<file path="src/common/fht_pkg.sv">
/*
 * fht shared definitions
 * sample and coefficient widths, frame structs, scale type
 * and the configuration register map
 */

package fht_pkg;

	// input sample width
	localparam int SAMPLE_W = 12;

	// two butterfly stages, one bit of growth each
	localparam int COEF_W = SAMPLE_W + 2;

	// config bus data width
	localparam int CFG_DATA_W = 16;

	// register addresses
	// ctrl: bit 0 enable, bits 2:1 scale
	localparam logic [1:0] CFG_ADDR_CTRL  = 2'd0;
	// count: produced frames, read only
	localparam logic [1:0] CFG_ADDR_COUNT = 2'd1;

	// output right-shift, legal 0..2
	// 2 gives the inverse transform (1/N with N = 4)
	typedef logic [1:0] scale_t;

	// one input frame of four samples
	typedef struct packed
	{
		logic signed [SAMPLE_W-1:0] x0;
		logic signed [SAMPLE_W-1:0] x1;
		logic signed [SAMPLE_W-1:0] x2;
		logic signed [SAMPLE_W-1:0] x3;
	} sample_frame_t;

	// one output frame of four hartley coefficients
	typedef struct packed
	{
		logic signed [COEF_W-1:0] h0;
		logic signed [COEF_W-1:0] h1;
		logic signed [COEF_W-1:0] h2;
		logic signed [COEF_W-1:0] h3;
	} coef_frame_t;

endpackage

</file>
<file path="src/fht/fht4_core.sv">
/*
 * four-point hartley core
 * two stages of butterflies in the crossed hartley order,
 * frames gated by enable, two frames in flight at most
 */

module fht4_core (
	input  logic                   clk,
	input  logic                   rstn,
	input  logic                   enable,
	input  logic                   in_valid,
	input  fht_pkg::sample_frame_t in_frame,
	output logic                   core_valid,
	output fht_pkg::coef_frame_t   core_frame
);

	// stage one strobe
	logic v1;
	// stage two strobe, one cycle behind
	logic v2_q;

	// stage one outputs
	logic signed [fht_pkg::SAMPLE_W:0] s0;
	logic signed [fht_pkg::SAMPLE_W:0] s1;
	logic signed [fht_pkg::SAMPLE_W:0] d0;
	logic signed [fht_pkg::SAMPLE_W:0] d1;

	// frames dropped while disabled
	assign v1 = in_valid & enable;

	// valid pipeline matches the butterfly registers
	always_ff @(posedge clk)
	begin
		if (!rstn)
		begin
			v2_q       <= 1'b0;
			core_valid <= 1'b0;
		end
		else
		begin
			v2_q       <= v1;
			core_valid <= v2_q;
		end
	end

	// stage one: x0 with x2
	fht_bfly #(.N(fht_pkg::SAMPLE_W)) u_bfly_s1_0 (
		.clk   (clk),
		.rstn  (rstn),
		.valid (v1),
		.a     (in_frame.x0),
		.b     (in_frame.x2),
		.c     (s0),
		.d     (d0)
	);

	// stage one: x1 with x3
	fht_bfly #(.N(fht_pkg::SAMPLE_W)) u_bfly_s1_1 (
		.clk   (clk),
		.rstn  (rstn),
		.valid (v1),
		.a     (in_frame.x1),
		.b     (in_frame.x3),
		.c     (s1),
		.d     (d1)
	);

	// stage two: sums give h0 and h2
	fht_bfly #(.N(fht_pkg::SAMPLE_W + 1)) u_bfly_s2_0 (
		.clk   (clk),
		.rstn  (rstn),
		.valid (v2_q),
		.a     (s0),
		.b     (s1),
		.c     (core_frame.h0),
		.d     (core_frame.h2)
	);

	// stage two: differences give h1 and h3
	fht_bfly #(.N(fht_pkg::SAMPLE_W + 1)) u_bfly_s2_1 (
		.clk   (clk),
		.rstn  (rstn),
		.valid (v2_q),
		.a     (d0),
		.b     (d1),
		.c     (core_frame.h1),
		.d     (core_frame.h3)
	);

endmodule

</file>
<file path="src/fht/fht_bfly.sv">
/*
 * fht butterfly
 * registers two operands on valid, then gives their exact
 * sum and difference one bit wider through a ripple adder
 */

module fht_bfly #(
	parameter int N = 8
) (
	input  logic                clk,
	input  logic                rstn,
	input  logic                valid,
	input  logic signed [N-1:0] a,
	input  logic signed [N-1:0] b,
	output logic signed [N:0]   c,
	output logic signed [N:0]   d
);

	// operand registers
	logic signed [N-1:0] a_q;
	logic signed [N-1:0] b_q;

	// sign-extended operands
	logic [N:0] a_ext;
	logic [N:0] b_ext;

	// half adder, returns {carry, sum}
	function automatic logic [1:0] half_adder(input logic x, input logic y);
		half_adder = {x & y, x ^ y};
	endfunction

	// full adder out of two half adders
	function automatic logic [1:0] full_adder(input logic x, input logic y, input logic ci);
		logic [1:0] h1;
		logic [1:0] h2;
		h1 = half_adder(x, y);
		h2 = half_adder(h1[0], ci);
		full_adder = {h1[1] | h2[1], h2[0]};
	endfunction

	// ripple carry adder over N+1 bits
	// carry out dropped, operands already sign-extended so no overflow
	function automatic logic [N:0] rca(input logic [N:0] x, input logic [N:0] y,
		input logic ci);
		logic       carry;
		logic [1:0] fa;
		carry = ci;
		for (int i = 0; i <= N; i++)
		begin
			fa     = full_adder(x[i], y[i], carry);
			rca[i] = fa[0];
			carry  = fa[1];
		end
	endfunction

	always_ff @(posedge clk)
	begin
		if (!rstn)
		begin
			a_q <= '0;
			b_q <= '0;
		end
		else if (valid)
		begin
			a_q <= a;
			b_q <= b;
		end
	end

	assign a_ext = {a_q[N-1], a_q};
	assign b_ext = {b_q[N-1], b_q};

	// a + b
	assign c = rca(a_ext, b_ext, 1'b0);
	// a - b as a + ~b + 1, exact even for the most negative b
	assign d = rca(a_ext, ~b_ext, 1'b1);

endmodule

</file>
<file path="src/source/fht_cfg_regs.sv">
/*
 * configuration registers
 * enable and scale in ctrl, read-only frame counter
 */

module fht_cfg_regs (
	input  logic                           clk,
	input  logic                           rstn,
	input  logic                           cfg_we,
	input  logic [1:0]                     cfg_addr,
	input  logic [fht_pkg::CFG_DATA_W-1:0] cfg_wdata,
	output logic [fht_pkg::CFG_DATA_W-1:0] cfg_rdata,
	input  logic                           out_valid,
	output logic                           enable,
	output fht_pkg::scale_t                scale
);

	// produced frames, wraps
	logic [fht_pkg::CFG_DATA_W-1:0] frame_cnt;

	// scale field from the write data
	fht_pkg::scale_t wr_scale;

	// 3 is not legal, clamp to 2
	assign wr_scale = (cfg_wdata[2:1] == 2'd3) ? 2'd2 : cfg_wdata[2:1];

	// ctrl write, count writes ignored
	always_ff @(posedge clk)
	begin
		if (!rstn)
		begin
			enable <= 1'b0;
			scale  <= '0;
		end
		else if (cfg_we && cfg_addr == fht_pkg::CFG_ADDR_CTRL)
		begin
			enable <= cfg_wdata[0];
			scale  <= wr_scale;
		end
	end

	// one count per out_valid pulse
	always_ff @(posedge clk)
	begin
		if (!rstn)
			frame_cnt <= '0;
		else if (out_valid)
			frame_cnt <= frame_cnt + 1'b1;
	end

	// read mux, unmapped addresses read 0
	always_comb
	begin
		case (cfg_addr)
			fht_pkg::CFG_ADDR_CTRL:  cfg_rdata = {{(fht_pkg::CFG_DATA_W-3){1'b0}}, scale, enable};
			fht_pkg::CFG_ADDR_COUNT: cfg_rdata = frame_cnt;
			default:                 cfg_rdata = '0;
		endcase
	end

endmodule

</file>
<file path="src/source/fht_scale.sv">
/*
 * output scaler
 * registers each coefficient shifted right arithmetically,
 * scale 2 gives the inverse transform
 */

module fht_scale (
	input  logic                 clk,
	input  logic                 rstn,
	input  fht_pkg::scale_t      scale,
	input  logic                 core_valid,
	input  fht_pkg::coef_frame_t core_frame,
	output logic                 out_valid,
	output fht_pkg::coef_frame_t out_frame
);

	// shifted frame, combinational
	fht_pkg::coef_frame_t shifted;

	// >>> on signed fields, truncates toward minus infinity
	always_comb
	begin
		shifted.h0 = core_frame.h0 >>> scale;
		shifted.h1 = core_frame.h1 >>> scale;
		shifted.h2 = core_frame.h2 >>> scale;
		shifted.h3 = core_frame.h3 >>> scale;
	end

	// scale taken when the frame passes here
	always_ff @(posedge clk)
	begin
		if (!rstn)
		begin
			out_frame <= '0;
		end
		else if (core_valid)
		begin
			out_frame <= shifted;
		end
	end

	// one-cycle pulse per frame, back to back allowed
	always_ff @(posedge clk)
	begin
		if (!rstn)
			out_valid <= 1'b0;
		else
			out_valid <= core_valid;
	end

endmodule

</file>
<file path="src/source/fht_top.sv">
/*
 * four-point fht engine
 * config block, hartley core and output scaler, latency 3
 */

module fht_top (
	input  logic                           clk,
	input  logic                           rstn,
	input  logic                           in_valid,
	input  fht_pkg::sample_frame_t         in_frame,
	output logic                           out_valid,
	output fht_pkg::coef_frame_t           out_frame,
	input  logic                           cfg_we,
	input  logic [1:0]                     cfg_addr,
	input  logic [fht_pkg::CFG_DATA_W-1:0] cfg_wdata,
	output logic [fht_pkg::CFG_DATA_W-1:0] cfg_rdata
);

	// config to datapath
	logic            enable;
	fht_pkg::scale_t scale;

	// core to scaler
	logic                 core_valid;
	fht_pkg::coef_frame_t core_frame;

	// counter sees the same out_valid as the outside
	fht_cfg_regs u_cfg (
		.clk       (clk),
		.rstn      (rstn),
		.cfg_we    (cfg_we),
		.cfg_addr  (cfg_addr),
		.cfg_wdata (cfg_wdata),
		.cfg_rdata (cfg_rdata),
		.out_valid (out_valid),
		.enable    (enable),
		.scale     (scale)
	);

	// two butterfly stages
	fht4_core u_core (
		.clk        (clk),
		.rstn       (rstn),
		.enable     (enable),
		.in_valid   (in_valid),
		.in_frame   (in_frame),
		.core_valid (core_valid),
		.core_frame (core_frame)
	);

	// output register with shift
	fht_scale u_scale (
		.clk        (clk),
		.rstn       (rstn),
		.scale      (scale),
		.core_valid (core_valid),
		.core_frame (core_frame),
		.out_valid  (out_valid),
		.out_frame  (out_frame)
	);

endmodule

</file>
<file path="config.mk">
export PLATFORM = sky130hd
export DESIGN_NAME = fht_top
export DESIGN_NICKNAME = d
export VERILOG_FILES = /design/src/common/fht_pkg.sv /design/src/fht/fht4_core.sv /design/src/fht/fht_bfly.sv /design/src/source/fht_cfg_regs.sv /design/src/source/fht_scale.sv /design/src/source/fht_top.sv
export SDC_FILE = /design/constraint.sdc
export NUM_CORES = 1
export LEC_CHECK = 0
export ABC_AREA = 0
export CAP_MARGIN = 10
export CELL_PAD_IN_SITES_DETAIL_PLACEMENT = 1
export CELL_PAD_IN_SITES_GLOBAL_PLACEMENT = 1
export CORE_MARGIN = 4
export CORE_UTILIZATION = 40
export DETAILED_ROUTE_END_ITERATION = 10
export DONT_BUFFER_PORTS = 1
export PLACE_DENSITY = 0.66
export SKIP_LAST_GASP = 1
export SYNTH_ARGS = -nofsm -noshare
export SYNTH_HDL_FRONTEND = slang
export SYNTH_SLANG_ARGS = --single-unit
</file>
<file path="constraint.sdc">
create_clock -name clk -period 11.52 [get_ports clk]
set_clock_uncertainty 0.05 [all_clocks]
set_input_delay 0.576 -clock clk [delete_from_list [all_inputs] [get_ports clk]]
set_output_delay 0.576 -clock clk [all_outputs]
set_load 0.02 [all_outputs]
</file>
* After elaboration in Yosys (flattened, before gate mapping)
Cells that the tools add are included.
Operators by class: muxes and demuxes 2, add/subtract/negate cells 1, shift-type cells 4, bitwise operators 501, equality and inequality tests 2, reduce and logical (&&, ||, !) cells 2
Operator list (number):
- XOR 1 bit | 204
- AND 1 bit | 193
- OR 1 bit | 96
- >>> shifter 14 x 2 -> 14 bit | 4
- case mux 16 bit (2 select lines) | 1
- NOT 14 bit | 2
- NOT 13 bit | 2
- adder 16 x 1 -> 16 bit (second input constant) | 1
- NOT 1 bit | 4
- equality test 2 x 1 -> 1 bit (second input constant) | 1
- equality test 2 bit (second input constant) | 1
- zero test 2 bit | 1
- 2-to-1 mux 2 bit | 1
- logical AND 1 bit | 1
Word-level totals: input port bits 70, word-level logic and storage cells 530, output and inout port bits 73, register bits after elaboration 178

* Depth between registers and ports, before layout
Gate-level depths: netlist of the first run.
word-level depth 29, gate-level depth with buffers 18, gate-level depth less buffers 18

* Modules after synthesis
A second synthesis of the first run with hierarchy kept.
Unflattened totals: cells, all modules 944, area total of the unflattened synthesis 10413.7 um^2
Modules (own cells, without submodules):
- fht_bfly at u_core.u_bfly_s2_0 ... | instances 2, area each 1675.4 um^2, sequential area each 520.5 um^2, cells each 144
- fht_bfly at u_core.u_bfly_s1_0 ... | instances 2, area each 1555.2 um^2, sequential area each 480.5 um^2, cells each 134
- fht_scale | instances 1, area each 2875.3 um^2, sequential area each 1141.1 um^2, cells each 265
- fht_cfg_regs | instances 1, area each 1017.2 um^2, sequential area each 380.4 um^2, cells each 118
- fht4_core | instances 1, area each 60.1 um^2, sequential area each 40.0 um^2, cells each 5

* Worst setup path after synthesis of the first run
Ideal clock, no wire load.
path type flip-flop to flip-flop, start register u_core.u_bfly_s2_0.a_q[0], end register, netlist name u_scale.out_frame[24], buffers on the path 0, data required time 11.338 ns, clock period less this slack 6.760 ns, cell stages (with the launch flop) 19, library setup time 0.132 ns, path slack 4.760 ns, arrival 6.578 ns, path through dfxtp_1 inv_1 ha_1 fa_1 fa_1 fa_1 fa_1 fa_1 fa_1 fa_1 fa_1 fa_1 fa_1 fa_1 fa_1 nor2b_1 nor3_1 a21oi_1 a21oi_1
Between the ends: cells in the longest elaborated chain, start to end 28, elaborated cells on any way between the ends 42, those cells by class shift: 1; bitwise: 41
RTL lines:
- start, declared | RTL line fht_bfly.sv:20 | logic signed [N-1:0] a_q;
- start signal, assigned | RTL line fht_bfly.sv:60 | a_q <= '0;
- start signal, assigned | RTL line fht_bfly.sv:65 | a_q <= a;
- AND 1 bit or XOR 1 bit (tied branches) | RTL line fht_bfly.sv:29 | half_adder = {x & y, x ^ y};
- OR 1 bit | RTL line fht_bfly.sv:38 | full_adder = {h1[1] | h2[1], h2[0]};
- AND 1 bit | RTL line fht_bfly.sv:29
- OR 1 bit | RTL line fht_bfly.sv:38
- AND 1 bit | RTL line fht_bfly.sv:29
- OR 1 bit | RTL line fht_bfly.sv:38
- AND 1 bit | RTL line fht_bfly.sv:29
- OR 1 bit | RTL line fht_bfly.sv:38
- [... 12 more ...]
- AND 1 bit | RTL line fht_bfly.sv:29
- OR 1 bit | RTL line fht_bfly.sv:38
- AND 1 bit | RTL line fht_bfly.sv:29
- OR 1 bit | RTL line fht_bfly.sv:38
- AND 1 bit | RTL line fht_bfly.sv:29
- OR 1 bit | RTL line fht_bfly.sv:38
- XOR 1 bit | RTL line fht_bfly.sv:29
- >>> shifter 14 x 2 -> 14 bit (*) | RTL line fht_scale.sv:25 | shifted.h2 = core_frame.h2 >>> scale;
Mark *: on every way between the ends. The rest lies on a longest branch, timed or not. A chain may end at the register's enable or synchronous reset.

==> results of run 1 <==
[path summary, 6_finish.rpt]
path / from / end / slack, ps / cells past startpoint
worst max-delay path: u_core.u_bfly_s2_0.a_q[0] / u_scale.out_frame[38] / 4440 / 16
worst min-delay path: in_frame[29] / u_core.u_bfly_s1_1.a_q[5] / 230 / 2
worst max register to register: u_core.u_bfly_s2_0.a_q[0] / u_scale.out_frame[38] / 4440 / 16
worst min register to register: u_core.u_bfly_s1_1.a_q[1] / u_core.u_bfly_s1_1.a_q[1] / 410 / 2
[cells by family (layout without fill, tap and decap cells)]
group,Yosys count,count (layout),synth area share
and+or+nand+nor,281,281,0.125
DFF,176,176,0.366
AOI/OAI and AO/OA,171,171,0.104
buffers and inverters,129,102,0.0557
adders and majority gates,107,107,0.217
muxes,88,88,0.123
xor gates and xnor gates,10,10,0.00909
[critical path, delay by kind of cell, from the launching register on]
| kind | cells | cell delay [ps] |
|---|---|---|
| flip-flops | 1 | 320 |
| adder cells (fa/ha/maj) | 13 | 5930 |
| AO/OA/AOI/OAI | 3 | 660 |
[power by group through the flow]
stage | Combinational (uW) | Sequential [uW] | Clock, uW
CTS | 81.0 | 620 | 590
detailed placement | 80.6 | 634 | 0
global route | 89.3 | 620 | 617
global placement | 78.9 | 634 | 0
floorplan | 63.7 | 632 | 0
finish | 78.8 | 620 | 572
[routing by layer]
layer  wire length (um)  part of all wire  track usage  vias up
met4                233             0.010       0.0423        0
met5                  0                 0            0        -
met2              10700              0.46        0.281      112
met1              11000              0.48        0.249     3216
li1                   -                 -            -     3120
met3               1160             0.050       0.0399       15
[Yosys cell counts (7+ instances only)]
library cell,count,share of area
and2_1,15,0.0097
nor2_1,93,0.036
a21oi_1,77,0.040
inv_1,63,0.025
ha_1,7,0.0091
mux2i_1,60,0.062
nand2_1,131,0.051
o21ai_0,44,0.023
xor2_1,8,0.0073
buf_2,15,0.0078
a211oi_1,32,0.025
nand3_1,12,0.0062
clkbuf_1,39,0.015
nor2b_1,11,0.0071
fa_1,100,0.21
dfxtp_1,176,0.37
mux4_2,24,0.056
[stage by stage]
step                instance area, um^2  total power, uW
floorplan                          9630              696
global placement                   9790              713
detailed placement                 9790              715
CTS                               10400             1290
global route                      10400             1330
finish                            10400             1270
[flip-flops by register name, summed over array words and instances, names as in the netlist]
name	flops
u_cfg.enable	1
u_cfg.frame_cnt	16
u_cfg.scale	2
u_core.core_valid	1
u_core.u_bfly_s1_0.a_q	12
u_core.u_bfly_s1_0.b_q	12
u_core.u_bfly_s1_1.a_q	12
u_core.u_bfly_s1_1.b_q	12
u_core.u_bfly_s2_0.a_q	13
u_core.u_bfly_s2_0.b_q	13
u_core.u_bfly_s2_1.a_q	12
u_core.u_bfly_s2_1.b_q	12
u_core.v2_q	1
u_scale.out_frame	56
u_scale.out_valid	1
[final cells by class]
type / instances / area (um^2)
multi-input cells: 657 / 5570
fillers: 2667 / 13300
clock inverters: 9 / 111
flip-flops and latches: 176 / 3530
inverters: 64 / 243
repair buffers: 7 / 52.6
clock buffers: 22 / 454
well taps: 319 / 399
[placed cells by master, fill, tap and decap left out, drive strengths merged, types with 2 or more instances in the layout]
cell type,n
a211oi,32
a21oi,77
a31o,2
a31oi,6
a32o,6
and2,15
and4,3
buf,7
bufinv,2
clkbuf,22
clkinv,5
clkinvlp,2
dfxtp,176
fa,100
ha,7
inv,64
mux2,4
mux2i,60
mux4,24
nand2,131
nand3,13
nand4,4
nor2,93
nor2b,11
nor3,2
o21ai,44
o221a,2
o311a,2
or3,5
xnor2,2
xor2,8
==> run metrics, run 1 <==
status finished, final reports clean; Max FO, Critical Path 3; Static Leak 0.00364 uW; share of cells above drive strength 1 0.0791; Die Y 163 um; PwrDens 123 nW/um^2; Max Clk Rate 141 MHz; Clk Latency, worst-skew pair 430 ps; total negative setup slack 0 ps; placed cell count 1223; ordered cell list for the critical path ha_1 -> fa_1 -> fa_1 -> fa_1 -> fa_1 -> fa_1 -> fa_1 -> fa_1 -> fa_1 -> fa_1 -> fa_1 -> fa_1 -> fa_1 -> o21ai_0 -> a211oi_1 -> a31o_2; sw frac 0.237; Max Slew Vio Count 0; n_diodes 0; Initial Utilization 0.408; CTS clk-pin slew, worst paths 70 ps; Worst path most repeated cell fa_1; H-Tree Depth 4; largest net degree at the start of global routing 80; DP HPWL 17100 um; initial antenna violation count 0; Flop pwr share 0.488; Startpoint Class flip-flop; Mapped Avg Cell Area 10.0 um^2; Syn Inst Count 962; ys async rst share 0; GRT Resource Usage Total 0.177; clock network power share 0.450; minimum hold slack 228 ps; vias in the first global route 6781; GRT Residual Overflow 0; DR WL/cell 18.4 um; Vias 6463; Yosys reg bits 176; RSZ-0062 raised after global routing false; min Tclk post-route 7080 ps; Core Area 23600 um^2; ys flop type dfxtp_1; post-layout util 0.439; Hold Vio Cnt, Final 0; Final Cycle Share 0.615; post-cts sizing count 0; CP required 11790 ps; post-route worst setup slack 4440 ps; Via density 5.15; post-synthesis sequential area ratio 0.366; deepest clock path buffer count 2; pre-CTS setup slack 4380 ps; final setup vio count 0; first-pass GRT wire length 36900 um; GPL Wtd Cong 0.781; Nets 1100; Layout area overhead 7.56%; CTS tree yes; DRC 0; num rows 56; Crit-path slowest cell fa_1; Max-cap violations 0; Least-Margin Pin Slew 897 ps; Die X 163 um; internal power 970 uW; Root Driver clkbuf_16; worst vdd ir 86.0 uV; initial drt markers 322; final non-filler cell total 1254; Sink Count 176; Crit path largest cell delay 530 ps; Hold Path Class input port to flip-flop; Initial DRT Pass Iterations 4; Yosys cell types 38; hold_buf cts 0; drt total wl 23100 um; synth warn 0; I/O Pins 143; syn nets 1139; relative slew slack 0.402; PortBufs 0; Netlist Area Pre-Place 9630 um^2; number of flops mapped to enable cells by yosys 0; Psw 301 uW; Comb power frac 0.062; Worst Setup End Kind flip-flop; post-route ant nets 0; WS Path Type flip-flop to flip-flop; die area 26600 um^2; worst path arrival time 7360 ps; setup bufs post-CTS 0; CTS buffer count 17
(Power assumes the default switching activity.)
==> run 2, diff against run 1 <==
==> constraint.sdc (replaced) <==
create_clock -name clk -period 7 [get_ports clk]
set_clock_uncertainty 0.05 [all_clocks]
set_input_delay 0.35 -clock clk [delete_from_list [all_inputs] [get_ports clk]]
set_output_delay 0.35 -clock clk [all_outputs]
set_load 0.02 [all_outputs]
==> run 2 against run 1 <==
Net effect: clock power rose by 67%; non-clock buffer count up 43; combinational power increased by 98%; die area unchanged; first-iteration DRC count rose by 4.0%; flip-flop and latch count did not move.
==> run metrics, run 2 (synthesis gave the netlist of run 1 again) <==
status finished, final reports clean; Crit path largest cell delay 560 ps; leading cell type in the layout, fill and taps excluded dfxtp_1; Startpoint Class flip-flop; relative slew slack 0.393; Worst Setup End Kind flip-flop; Largest Register u_scale.out_frame; DR WL/cell 18.2 um; largest net degree at the start of global routing 80; Vias 6719; Die Y 163 um; WS Path Type flip-flop to flip-flop; drt total wl 23700 um; worst vdd ir 148 uV; Initial DRT Pass Iterations 4; first-pass GRT wire length 38000 um; CTS tree yes; Via density 5.18; Initial Utilization 0.408; PortBufs 0; DRC 0; initial antenna violation count 0; n_diodes 0; Nets 1143; Root Driver clkbuf_16; GPL Wtd Cong 0.804; Static Leak 0.00380 uW; CTS buffer count 17; min Tclk post-route 6790 ps; GRT Resource Usage Total 0.183; minimum hold slack 14.8 ps; Hold Path Class input port to flip-flop; post-route ant nets 0; most frequent cells in the layout dfxtp_1 (172), nand2_1 (131), nor2_1 (93); die area 26600 um^2; worst path arrival time 7040 ps; Hold Vio Cnt, Final 0; ordered cell list for the critical path inv_1 -> ha_2 -> fa_1 -> fa_1 -> fa_1 -> fa_1 -> fa_2 -> fa_2 -> fa_1 -> fa_1 -> fa_1 -> fa_1 -> fa_2 -> fa_1 -> nor2b_1 -> nor3_1 -> a21oi_1 -> a21oi_1; CTS clk-pin slew, worst paths 70 ps; Core Area 23600 um^2; I/O Pins 143; Layout area overhead 12.7%; Max-cap violations 0; Max Clk Rate 147 MHz; CP required 7250 ps; initial drt markers 335; Max FO, Critical Path 3; Crit-path slowest cell fa_1; num rows 56; Sink Count 176; Worst path most repeated cell fa_1; Max Slew Vio Count 0; Least-Margin Pin Slew 911 ps; Clk Latency, worst-skew pair 430 ps; DP HPWL 17300 um; final setup vio count 0; CP Launch Point u_core.u_bfly_s2_0.a_q[0]; H-Tree Depth 4; R2R Path Start u_core.u_bfly_s2_0.a_q[0]; Final Cycle Share 0.970; biggest regs u_scale.out_frame (56), u_cfg.frame_cnt (16); Die X 163 um; PwrDens 196 nW/um^2; share of cells above drive strength 1 0.103; vias in the first global route 6919; deepest clock path buffer count 2; GRT Residual Overflow 0; max FFs per register 56; hold path start in_frame[38]; total negative setup slack 0 ps
==> run 2: cell types whose count changed in the layout (fill, tap and decap cells not counted), moves of 2 or more <==
cell / before / now
fa_2: 0 / 16
dlygate4sd3_1: 0 / 38
fa_1: 100 / 84
clkinv_4: 3 / 1
inv_6: 0 / 3
o21ai_1: 0 / 2
buf_4: 7 / 11
o21ai_0: 44 / 41
clkinvlp_4: 2 / 4
==> run 2: worst max-delay path: cells and delay by family (launching register included) <==
kind / cells / cell delay (ps)
buf+inv: 1 / 70
compound gates: 2 / 230
fa+ha+maj: 13 / 5710
simple gates: 2 / 240
flops: 1 / 360
==> run 2: worst paths after layout <==
check | cells past startpoint | slack (ps) | to
setup / recovery | 18 | 210 | u_scale.out_frame[10]
hold reg to reg | 2 | 410 | u_core.u_bfly_s1_1.a_q[1]
hold / removal | 2 | 10 | u_core.u_bfly_s1_0.a_q[2]
setup reg to reg | 18 | 210 | u_scale.out_frame[10]
==> run 2: cell type report <==
type                            count  area [um^2]
Inverter                           64          243
Timing Repair Buffer               50          483
Sequential cell                   176         3530
Multi-Input combinational cell    657         5630
Fill cell                        2637        12800
Clock buffer                       21          450
Tap cell                          319          399
Clock inverter                     11          130
==> run 2: layer usage <==
| layer | share of wire | global-route usage | wire [um] | up-vias |
|---|---|---|---|---|
| met5 | 0 | 0 | 0 | - |
| met4 | 0.013 | 0.0507 | 307 | 0 |
| met1 | 0.47 | 0.256 | 11100 | 3366 |
| li1 | - | - | - | 3214 |
| met3 | 0.047 | 0.0356 | 1120 | 20 |
| met2 | 0.47 | 0.291 | 11100 | 119 |
==> run 2: stage by stage <==
stage / std cells / instance area [um^2] / power [uW] / util / worst slack (ps)
after floorplan: 962 / 9630 / 1140 / - / 240
after detailed placement: 1227 / 9820 / 1180 / 0.416 / -140
after CTS: 1298 / 10800 / 2170 / 0.458 / 1.90
after global placement: 1227 / 9820 / 1170 / 0.416 / -44.7
after global routing: 1298 / 10900 / 2220 / 0.460 / -8.83
final: 1298 / 10900 / 2130 / 0.460 / 212
==> run 2: what timing repair did <==
action | 4_1_cts | 5_1_grt
hold buffers | 39 | 0
endpoints found under the hold margin | 73 | 0
cloned | 0 | 0
resized for setup | 9 | 14
setup buffers | 0 | 0
setup endpoints to repair | 16 | 16
pin swaps | 1 | 2
==> run 2: report_power, final <==
part | internal, uW | switching [uW] | leakage [uW]
Combinational | 71.3 | 84.4 | 0.00211
Clock | 539 | 418 | 0.000271
Sequential | 1010 | 11.5 | 0.00142
Total | 1620 | 514 | 0.00380
==> run 3, diff against run 2 <==
--- a/config.mk
+++ b/config.mk
@@ -10,10 +10,10 @@
 export CELL_PAD_IN_SITES_DETAIL_PLACEMENT = 1
 export CELL_PAD_IN_SITES_GLOBAL_PLACEMENT = 1
 export CORE_MARGIN = 4
-export CORE_UTILIZATION = 40
+export CORE_UTILIZATION = 30
 export DETAILED_ROUTE_END_ITERATION = 10
 export DONT_BUFFER_PORTS = 1
-export PLACE_DENSITY = 0.66
+export PLACE_DENSITY = 0.52
 export SKIP_LAST_GASP = 1
 export SYNTH_ARGS = -nofsm -noshare
 export SYNTH_HDL_FRONTEND = slang
==> run 3 against run 2 <==
Net effect: wire length increased by 5.3%; utilization decreased by 11 points; clock power is 7% higher; flip-flop and latch count unchanged; die area up 32%; sequential share of layout area down 0.67 points; worst hold slack better by 13 ps; global-route usage decreased by 3.6 points; register-to-register slack improved by 30 ps; clock-buffer cell count down 3; maximum frequency rose by 0.50%.
==> run metrics, run 3 (synthesis gave the netlist of run 1 again) <==
worst vdd ir 159 uV; Register Area 3530 um^2; num rows 65; GPL Wtd Cong 0.739; fin area 11100 um^2; drt total wl 24900 um; GRT Resource Usage Total 0.146; Pwr Total 2210 uW; Max Clk Rate 148 MHz; Least-Margin Pin Slew 858 ps; max FFs per register 56; Crit path largest cell delay 520 ps; Fill cells 3562; Multi-input gate area 5620 um^2; final setup vio count 0; leading cell type in the layout, fill and taps excluded dfxtp_1; most frequent cells in the layout dfxtp_1 (171), nand2_1 (131), nor2_1 (93); Clk Latency, worst-skew pair 440 ps; vias in the first global route 7074; Initial DRT Pass Iterations 4; die area 35000 um^2; Startpoint Class flip-flop; n_diodes 0; Nets 1153; status finished, final reports clean; sw frac 0.238; GRT Residual Overflow 0; ordered cell list for the critical path ha_2 -> fa_1 -> fa_1 -> fa_1 -> fa_1 -> fa_1 -> fa_1 -> fa_1 -> fa_2 -> fa_1 -> fa_1 -> fa_2 -> fa_1 -> nand2_1 -> o21ai_1 -> a211oi_1 -> a31o_2; CTS tree yes; Comb power frac 0.073; setup slack, reg-to-reg 250 ps; initial antenna violation count 0; first-pass GRT wire length 40200 um; RSZ-0062 raised after global routing true; CTS clk-pin slew, worst paths 70 ps; total negative setup slack 0 ps; DP HPWL 18500 um; Worst Setup End Kind flip-flop; Max Slew Vio Count 0; PortBufs 0; PwrDens 199 nW/um^2; Sink Count 176; Crit-path slowest cell fa_1; H-Tree Depth 4; Die X 187 um; DR WL/cell 17.9 um; worst path arrival time 7090 ps; CTS buffer count 17; Static Leak 0.00386 uW; Largest Register u_scale.out_frame; Max FO, Critical Path 3; Die Y 187 um; Hold Vio Cnt, Final 0; post-layout util 0.351; clock network power share 0.464; deepest clock path buffer count 2; initial drt markers 288; Post-DP Area 9930 um^2; Initial Utilization 0.304; number of buffers and inverters on the critical path 0; CP required 7330 ps; share of cells above drive strength 1 0.103; post-route ant nets 0; largest net degree at the start of global routing 68; min Tclk post-route 6750 ps; biggest regs u_scale.out_frame (56), u_cfg.frame_cnt (16); Hold Path Class input port to flip-flop; Root Driver clkbuf_16; relative slew slack 0.428; Vias 6642; Final Cycle Share 0.965; internal power 1680 uW; Core Area 31600 um^2; Via density 4.78; Flop pwr share 0.463; CP top delay family adder cells; Psw 524 uW; Layout area overhead 15.2%; minimum hold slack 28.0 ps; I/O Pins 143; Max-cap violations 0; DRC 0; Worst path most repeated cell fa_1; WS Path Type flip-flop to flip-flop
-- run 3: cell types whose count changed in the layout (fill, tap and decap cells not counted), moves of 2 or more --
cell	before	now
dlygate4sd3_1	38	48
o21ai_1	2	4
clkinvlp_4	4	2
bufinv_16	2	4
clkbuf_1	3	1
-- run 3: layout make-up --
cell class,count,area share
Tap cell,402,0.0453
Timing Repair Buffer,60,0.0526
Clock buffer,18,0.0387
Clock inverter,12,0.0166
Inverter,64,0.0219
Multi-Input combinational cell,657,0.507
Sequential cell,176,0.318
-- run 3: per-stage QoR --
step           std cells  setup slack [ps]
6_report            1389               246
5_1_grt             1389             -4.89
4_1_cts             1389             -11.8
3_5_place_dp        1310              -159
3_3_place_gp        1310             -99.9
2_1_floorplan        962               240
-- run 3: worst paths after layout --
check / depth (start not counted) / endpoint / from
worst max-delay path: 17 / u_scale.out_frame[52] / u_core.u_bfly_s2_0.b_q[0]
worst min-delay path: 2 / u_core.u_bfly_s1_0.a_q[4] / in_frame[40]
worst max register to register: 17 / u_scale.out_frame[52] / u_core.u_bfly_s2_0.b_q[0]
worst min register to register: 2 / u_core.u_bfly_s1_0.a_q[1] / u_core.u_bfly_s1_0.a_q[1]
-- run 3: power by group through the flow --
stage,Sequential (uW),Combinational (uW),Clock [uW]
after detailed placement,1040,136,0
after CTS,1020,164,1060
after global placement,1040,136,0
final,1020,160,1020
after floorplan,1040,105,0
after global routing,1020,183,1100
-- run 3: per-layer routing --
metal  wire (um)  global-route usage
met1       12300               0.205
met3        1160              0.0379
met5           0                   0
met4         272              0.0358
met2       11200               0.226
-- run 3: worst reg2reg max path: stages (launching register included) --
cell and delay (ps):
dfxtp_1 340, ha_2 210, fa_1 460, fa_1 460, fa_1 460, fa_1 460
fa_1 460, fa_1 470, fa_1 470, fa_2 420, fa_1 450, fa_1 460
fa_2 440, fa_1 520, nand2_1 100, o21ai_1 90, a211oi_1 250, a31o_2 130
-- run 3: repair_timing --
action | 4_1_cts | 5_1_grt
pin swaps | 3 | 5
hold endpoints to repair | 88 | 0
buffers inserted | 0 | 0
gates resized for setup | 8 | 17
hold buffers | 49 | 0
setup endpoints to repair | 13 | 16
